### src/hdl/cordic_params.svh
`ifndef CORDIC_PARAMS_SVH
`define CORDIC_PARAMS_SVH

// angle in and sine/cosine out share one width
`define CORDIC_ANGLE_W 8
`define CORDIC_DATA_W 14
`define CORDIC_FRAC_W 12
`define CORDIC_IO_FRAC_W 6

// micro-rotations, then total edges from angle to result
`define CORDIC_STAGES 12
`define CORDIC_LATENCY 14

// 0.60725 scaled by 2^12
`define CORDIC_GAIN 2487
// pi/2 scaled by 2^12
`define CORDIC_HALF_PI 6434

`endif

### src/hdl/cordic_pkg.sv
`default_nettype none

`include "cordic_params.svh"

package cordic_pkg;

    // external fixed point, 6 fraction bits
    typedef logic signed [`CORDIC_ANGLE_W-1:0] angle_t;

    // internal fixed point, 12 fraction bits
    typedef logic signed [`CORDIC_DATA_W-1:0] data_t;

    // z holds the angle still left to rotate
    typedef struct packed {
        data_t x;
        data_t y;
        data_t z;
    } rot_state_t;

    // atan(2^-i) in internal format
    function automatic data_t atan_entry(input int i);
        data_t a;
        case (i)
            0:       a = 14'sd3217;
            1:       a = 14'sd1899;
            2:       a = 14'sd1003;
            3:       a = 14'sd509;
            4:       a = 14'sd256;
            5:       a = 14'sd128;
            6:       a = 14'sd64;
            7:       a = 14'sd32;
            8:       a = 14'sd16;
            9:       a = 14'sd8;
            10:      a = 14'sd4;
            11:      a = 14'sd2;
            // beyond 11 the angle falls under one LSB
            default: a = '0;
        endcase
        return a;
    endfunction

endpackage

`default_nettype wire

### src/hdl/cordic_bus.sv
`default_nettype none
`timescale 1ns/1ps

interface cordic_bus;
    import cordic_pkg::*;

    // path whose final x is the cosine
    rot_state_t cos_path;
    // path whose final x is the sine
    rot_state_t sin_path;
    // original angle was negative
    logic       neg;

    modport src (
        output cos_path,
        output sin_path,
        output neg
    );

    modport snk (
        input cos_path,
        input sin_path,
        input neg
    );

endinterface

`default_nettype wire

### src/hdl/angle_fold.sv
`default_nettype none
`timescale 1ns/1ps

`include "cordic_params.svh"

module angle_fold (
    input  logic               clk,
    input  logic               rst_n,
    input  cordic_pkg::angle_t angle,
    cordic_bus.src             out
);
    import cordic_pkg::*;

    localparam int SCALE_SH = `CORDIC_FRAC_W - `CORDIC_IO_FRAC_W;

    angle_t mag;
    data_t  cos_target;
    data_t  sin_target;

    // fold to the right half plane, sign restored at the output
    always_comb begin
        if (angle[`CORDIC_ANGLE_W-1]) begin
            mag = -angle;
        end else begin
            mag = angle;
        end
    end

    // widen to 12 fraction bits
    assign cos_target = data_t'({mag, {SCALE_SH{1'b0}}});

    // sin(a) = cos(pi/2 - a)
    assign sin_target = data_t'(`CORDIC_HALF_PI) - cos_target;

    always_ff @(posedge clk or negedge rst_n) begin
        if (!rst_n) begin
            out.cos_path <= '0;
            out.sin_path <= '0;
            out.neg      <= 1'b0;
        end else begin
            // both paths start on the x axis, prescaled by the gain
            out.cos_path.x <= data_t'(`CORDIC_GAIN);
            out.cos_path.y <= '0;
            out.cos_path.z <= cos_target;
            out.sin_path.x <= data_t'(`CORDIC_GAIN);
            out.sin_path.y <= '0;
            out.sin_path.z <= sin_target;
            out.neg        <= angle[`CORDIC_ANGLE_W-1];
        end
    end

endmodule

`default_nettype wire

### src/hdl/cordic_stage.sv
`default_nettype none
`timescale 1ns/1ps

`include "cordic_params.svh"

module cordic_stage #(
    parameter int SHIFT = 0
) (
    input  logic   clk,
    input  logic   rst_n,
    cordic_bus.snk up,
    cordic_bus.src down
);
    import cordic_pkg::*;

    localparam data_t ATAN = atan_entry(SHIFT);

    rot_state_t cos_next;
    rot_state_t sin_next;

    // one micro-rotation, direction taken from the residual sign
    function automatic rot_state_t rotate(input rot_state_t s);
        rot_state_t r;
        data_t      x_sh;
        data_t      y_sh;
        x_sh = s.x >>> SHIFT;
        y_sh = s.y >>> SHIFT;
        if (s.z[`CORDIC_DATA_W-1]) begin
            // overshot, rotate back clockwise
            r.x = s.x + y_sh;
            r.y = s.y - x_sh;
            r.z = s.z + ATAN;
        end else begin
            r.x = s.x - y_sh;
            r.y = s.y + x_sh;
            r.z = s.z - ATAN;
        end
        return r;
    endfunction

    always_comb begin
        cos_next = rotate(up.cos_path);
        sin_next = rotate(up.sin_path);
    end

    always_ff @(posedge clk or negedge rst_n) begin
        if (!rst_n) begin
            down.cos_path <= '0;
            down.sin_path <= '0;
            down.neg      <= 1'b0;
        end else begin
            down.cos_path <= cos_next;
            down.sin_path <= sin_next;
            // sign flag keeps pace with its angle
            down.neg      <= up.neg;
        end
    end

endmodule

`default_nettype wire

### src/hdl/cordic_pipeline.sv
`default_nettype none
`timescale 1ns/1ps

`include "cordic_params.svh"

module cordic_pipeline (
    input  logic   clk,
    input  logic   rst_n,
    cordic_bus.snk first,
    cordic_bus.src last
);

    // links between neighbouring stages only
    cordic_bus link [`CORDIC_STAGES-1] ();

    genvar i;
    generate
        for (i = 0; i < `CORDIC_STAGES; i++) begin : g_stage
            if (i == 0) begin : g_head
                cordic_stage #(
                    .SHIFT(i)
                ) u_stage (
                    .clk  (clk),
                    .rst_n(rst_n),
                    .up   (first),
                    .down (link[i])
                );
            end else if (i == `CORDIC_STAGES - 1) begin : g_tail
                cordic_stage #(
                    .SHIFT(i)
                ) u_stage (
                    .clk  (clk),
                    .rst_n(rst_n),
                    .up   (link[i-1]),
                    .down (last)
                );
            end else begin : g_mid
                cordic_stage #(
                    .SHIFT(i)
                ) u_stage (
                    .clk  (clk),
                    .rst_n(rst_n),
                    .up   (link[i-1]),
                    .down (link[i])
                );
            end
        end
    endgenerate

endmodule

`default_nettype wire

### src/hdl/result_format.sv
`default_nettype none
`timescale 1ns/1ps

`include "cordic_params.svh"

module result_format (
    input  logic               clk,
    input  logic               rst_n,
    cordic_bus.snk             in,
    output cordic_pkg::angle_t sine,
    output cordic_pkg::angle_t cosine
);
    import cordic_pkg::*;

    angle_t cos_trunc;
    angle_t sin_trunc;
    angle_t sin_signed;

    // sign plus integer bit plus 6 fraction bits, low bits just dropped
    assign cos_trunc = in.cos_path.x[`CORDIC_DATA_W-1 -: `CORDIC_ANGLE_W];
    assign sin_trunc = in.sin_path.x[`CORDIC_DATA_W-1 -: `CORDIC_ANGLE_W];

    // sine is odd, cosine even
    always_comb begin
        if (in.neg) begin
            sin_signed = -sin_trunc;
        end else begin
            sin_signed = sin_trunc;
        end
    end

    always_ff @(posedge clk or negedge rst_n) begin
        if (!rst_n) begin
            sine   <= '0;
            cosine <= '0;
        end else begin
            sine   <= sin_signed;
            cosine <= cos_trunc;
        end
    end

endmodule

`default_nettype wire

### src/hdl/cordic_sincos.sv
`default_nettype none
`timescale 1ns/1ps

module cordic_sincos (
    input  logic               clk,
    input  logic               rst_n,
    input  cordic_pkg::angle_t angle,
    output cordic_pkg::angle_t sine,
    output cordic_pkg::angle_t cosine
);

    // folded angle into the first stage
    cordic_bus head_bus ();
    // last stage into the formatter
    cordic_bus tail_bus ();

    angle_fold u_fold (
        .clk  (clk),
        .rst_n(rst_n),
        .angle(angle),
        .out  (head_bus)
    );

    cordic_pipeline u_pipeline (
        .clk  (clk),
        .rst_n(rst_n),
        .first(head_bus),
        .last (tail_bus)
    );

    result_format u_format (
        .clk   (clk),
        .rst_n (rst_n),
        .in    (tail_bus),
        .sine  (sine),
        .cosine(cosine)
    );

endmodule

`default_nettype wire

### config.mk
export PLATFORM = sky130hd
export DESIGN_NAME = cordic_sincos
export DESIGN_NICKNAME = d
export VERILOG_FILES = /design/src/hdl/cordic_pkg.sv /design/src/hdl/cordic_bus.sv /design/src/hdl/angle_fold.sv /design/src/hdl/cordic_stage.sv /design/src/hdl/cordic_pipeline.sv /design/src/hdl/result_format.sv /design/src/hdl/cordic_sincos.sv
export VERILOG_INCLUDE_DIRS = /design/src /design/src/hdl
export SDC_FILE = /design/constraint.sdc
export NUM_CORES = 2
export LEC_CHECK = 0
export BUFFER_PORTS_ARGS = -buffer_cell sky130_fd_sc_hd__clkbuf_2
export CORE_MARGIN = 4
export CORE_UTILIZATION = 60
export DETAILED_ROUTE_END_ITERATION = 12
export PLACE_DENSITY = 0.77
export RECOVER_POWER = 100
export REMOVE_ABC_BUFFERS = 1
export SETUP_SLACK_MARGIN = 0.05
export SLEW_MARGIN = 20
export SYNTH_ARGS = -nofsm -noshare
export SYNTH_HDL_FRONTEND = slang
export SYNTH_SLANG_ARGS = --single-unit
### constraint.sdc
create_clock -name clk -period 7.15 [get_ports clk]
set_input_delay 1.0725 -clock clk [delete_from_list [all_inputs] [get_ports clk]]
set_output_delay 1.0725 -clock clk [all_outputs]
set_load 0.01 [all_outputs]
==> flow_summary.ini <==
[run_status]
status = complete, but fails checks
violations = max-capacitance violations, max-slew violations

[routing]
drt_iter0_markers = 2062
vias = 41300
drc = 0
antenna_left = 0
detail_route.wl_per_cell_um = 15.5
wl_mm = 113
dr.pass1.iters = 5
via_per_inst = 5.67

[setup_path]
crit_buf_inv = 2
ff2ff_setup_slack_ns = 2.97
endpoint_kind = asynchronous set/reset pin
worst-r2r-cell-count = 10
path_class = in2async
critical_path.startpoint = rst_n
startpoint_type = primary input
slowest_delay_ns = 2.62
path_max_fanout = 90
cp.depth = 2
timing.critical_path.cells = buf_8 -> clkbuf_1
slowest_stage = clkbuf_1
critPathTopFamily = buffers and inverters
arrival_ns = 4.28
cp.required_ns = 7.07

[cts]
cts_sinks = 847
cts_htree_levels = 3
cts_resized = 0
post-cts-setup-buffer-count = 0
clkLatencyLatePin_ns = 0.66
cts_tree = done
cts.clk_slew.worst_paths_ns = 0.06
postCtsHoldBufs = 0
root_buffer = clkbuf_16
clockBufferDepth = 3
cts_buffers = 90

[final_layout]
area_growth_pct = 7.46
final_util = 0.653
layout-drive-gt1-share = 0.0371
mostFrequentLayoutCell = dfrtp_1
fin_nets = 6808
layout_common_cells = dfrtp_1 (847), ha_1 (809), xnor2_1 (574), a21oi_1 (559), nor2_1 (476)
antenna_cells = 0
nFillCells = 7576

[global_routing]
antenna_found_initial = 0
grt_pass1_vias = 41400
grt_pass1_wl_mm = 193
grt_usage = 0.221
grt_overflow = 0
grt_start_max_net_pins = 146

[sta]
slew_headroom = -1.43
max_freq_mhz = 229
finClkSkew_ns = 0.0257
fin_tns_setup_ns = 0
worst_pin_slew_ns = 3.65
grt_setup_unrepaired = false
final_hold_viol_count = 0
slew_violations = 773
setup_violations = 0
min_period_ns = 4.36
fin_crit_sh = 0.610

[yosys]
synthMuxAreaShare = 0.0158
ys_async_sr_fraction = 1.00
yosys_warnings = 0
synth-simple-area-share = 0.103
avgSynthCellArea_um2 = 9.87
netlist_area_um2 = 58100
synth_top_family_by_area = adder cells
ys_ff_latch = 847
synth_cell_types = 86
synth-xor-area-share = 0.124
synth-edff-count = 0
synth_flop_cell = dfrtp_1
yosysSeqAreaShare = 0.365
synth_compound_area_frac = 0.168
synthAdderAreaFrac = 0.193
postSynthCellCount = 5887

[placed_design]
dp_hpwl_mm = 87.0
io_buffers = 25
gp_congestion = 0.921

[min_path]
hold_path.class = reg2reg

[floorplan]
fp-row-count = 113
initial_core_util = 0.608
die_height_um = 319
core_um2 = 95600
dieArea_um2 = 102000
die_w_um = 319
ios = 26

[run]
maxCapViolCount = 8
-- per-layer routing --
| layer | track usage | wire [um] | up-vias |
|---|---|---|---|
| met1 | 0.268 | 48400 | 19600 |
| met4 | 0.0812 | 4120 | 0 |
| met5 | 0 | 0 | - |
| met3 | 0.0266 | 2850 | 266 |
| met2 | 0.405 | 57600 | 569 |
| li1 | - | - | 20800 |
-- registers in the layout, indices dropped and copies added, names as in the netlist --
name,cells
u_pipeline.g_stage.g_mid.u_stage.down.neg,10
u_pipeline.g_stage.g_tail.u_stage.down.neg,1
u_fold.out.cos_path,8
u_format.sine,8
u_pipeline.g_stage.g_head.u_stage.down.neg,1
u_pipeline.g_stage.g_tail.u_stage.down.cos_path,8
u_pipeline.g_stage.g_head.u_stage.down.cos_path,14
u_pipeline.g_stage.g_mid.u_stage.down.sin_path,379
u_pipeline.g_stage.g_head.u_stage.down.sin_path,13
u_fold.out.neg,1
u_pipeline.g_stage.g_mid.u_stage.down.cos_path,381
u_pipeline.g_stage.g_tail.u_stage.down.sin_path,8
u_format.cosine,8
u_fold.out.sin_path,7
-- how the worst min path moves through the flow --
stage | cells past startpoint | slack [ns] | from | end
finish | 0 | 0.34 | flip-flop | flip-flop
global route | 0 | 0.34 | flip-flop | flip-flop
CTS | 0 | 0.34 | flip-flop | flip-flop
detailed placement | 0 | 0.33 | flip-flop | flip-flop
global placement | 0 | 0.33 | u_pipeline.g_stage[2].g_mid.u_stage.down.neg | u_pipeline.g_stage[3].g_mid.u_stage.down.neg
floorplan | 0 | 0.33 | flip-flop | u_format.cosine[0]
-- area by class of cell --
cell class | instances | area, um2 | area share
Clock buffer | 125 | 2600 | 0.0416
Clock inverter | 37 | 480 | 0.00770
Inverter | 413 | 1550 | 0.0248
Multi-Input combinational cell | 4549 | 34900 | 0.558
Sequential cell | 847 | 21200 | 0.340
Tap cell | 1265 | 1580 | 0.0254
Timing Repair Buffer | 35 | 155 | 0.00249
-- stage by stage --
stage	hold slack, ns	cells	cell area [um2]	worst slack [ns]
floorplan	0.331	5809	57800	4.09
global placement	0.332	7109	59600	3.81
detailed placement	0.335	7109	59600	3.72
CTS	0.339	7271	62700	3.70
global route	0.343	7271	62400	1.95
finish	0.340	7271	62400	2.79
-- cells by family after synthesis --
kind of cell	Yosys count
compound gates	1508
xor+xnor	816
fa+ha+maj	862
buf+inv	491
flops	847
mux	87
other cells	1
simple gates	1275
-- cells in the mapped netlist (all sizes together), types with 25 or more instances --
library cell,count,area share
a21oi,562,0.050
dfrtp,847,0.36
mux2i,50,0.0086
nor2b,78,0.0084
ha,809,0.17
fa,53,0.018
clkbuf,61,0.0039
a31oi,68,0.0075
inv,409,0.026
a2111oi,29,0.0061
and3,35,0.0038
xnor2,574,0.087
nand2,242,0.016
or3,25,0.0027
o211ai,48,0.0062
nand2b,66,0.0072
o21ai,222,0.019
nor2,476,0.031
nand3,84,0.0072
xor2,240,0.036
a211oi,43,0.0056
nor3,156,0.014
o21a,95,0.012
a21o,170,0.022
o41ai,42,0.0065
mux2,37,0.0072
o21bai,78,0.010
Power is left out: the tool's default activity adds up to more than one toggle a clock period on the data nets, which glitch-free logic cannot reach.
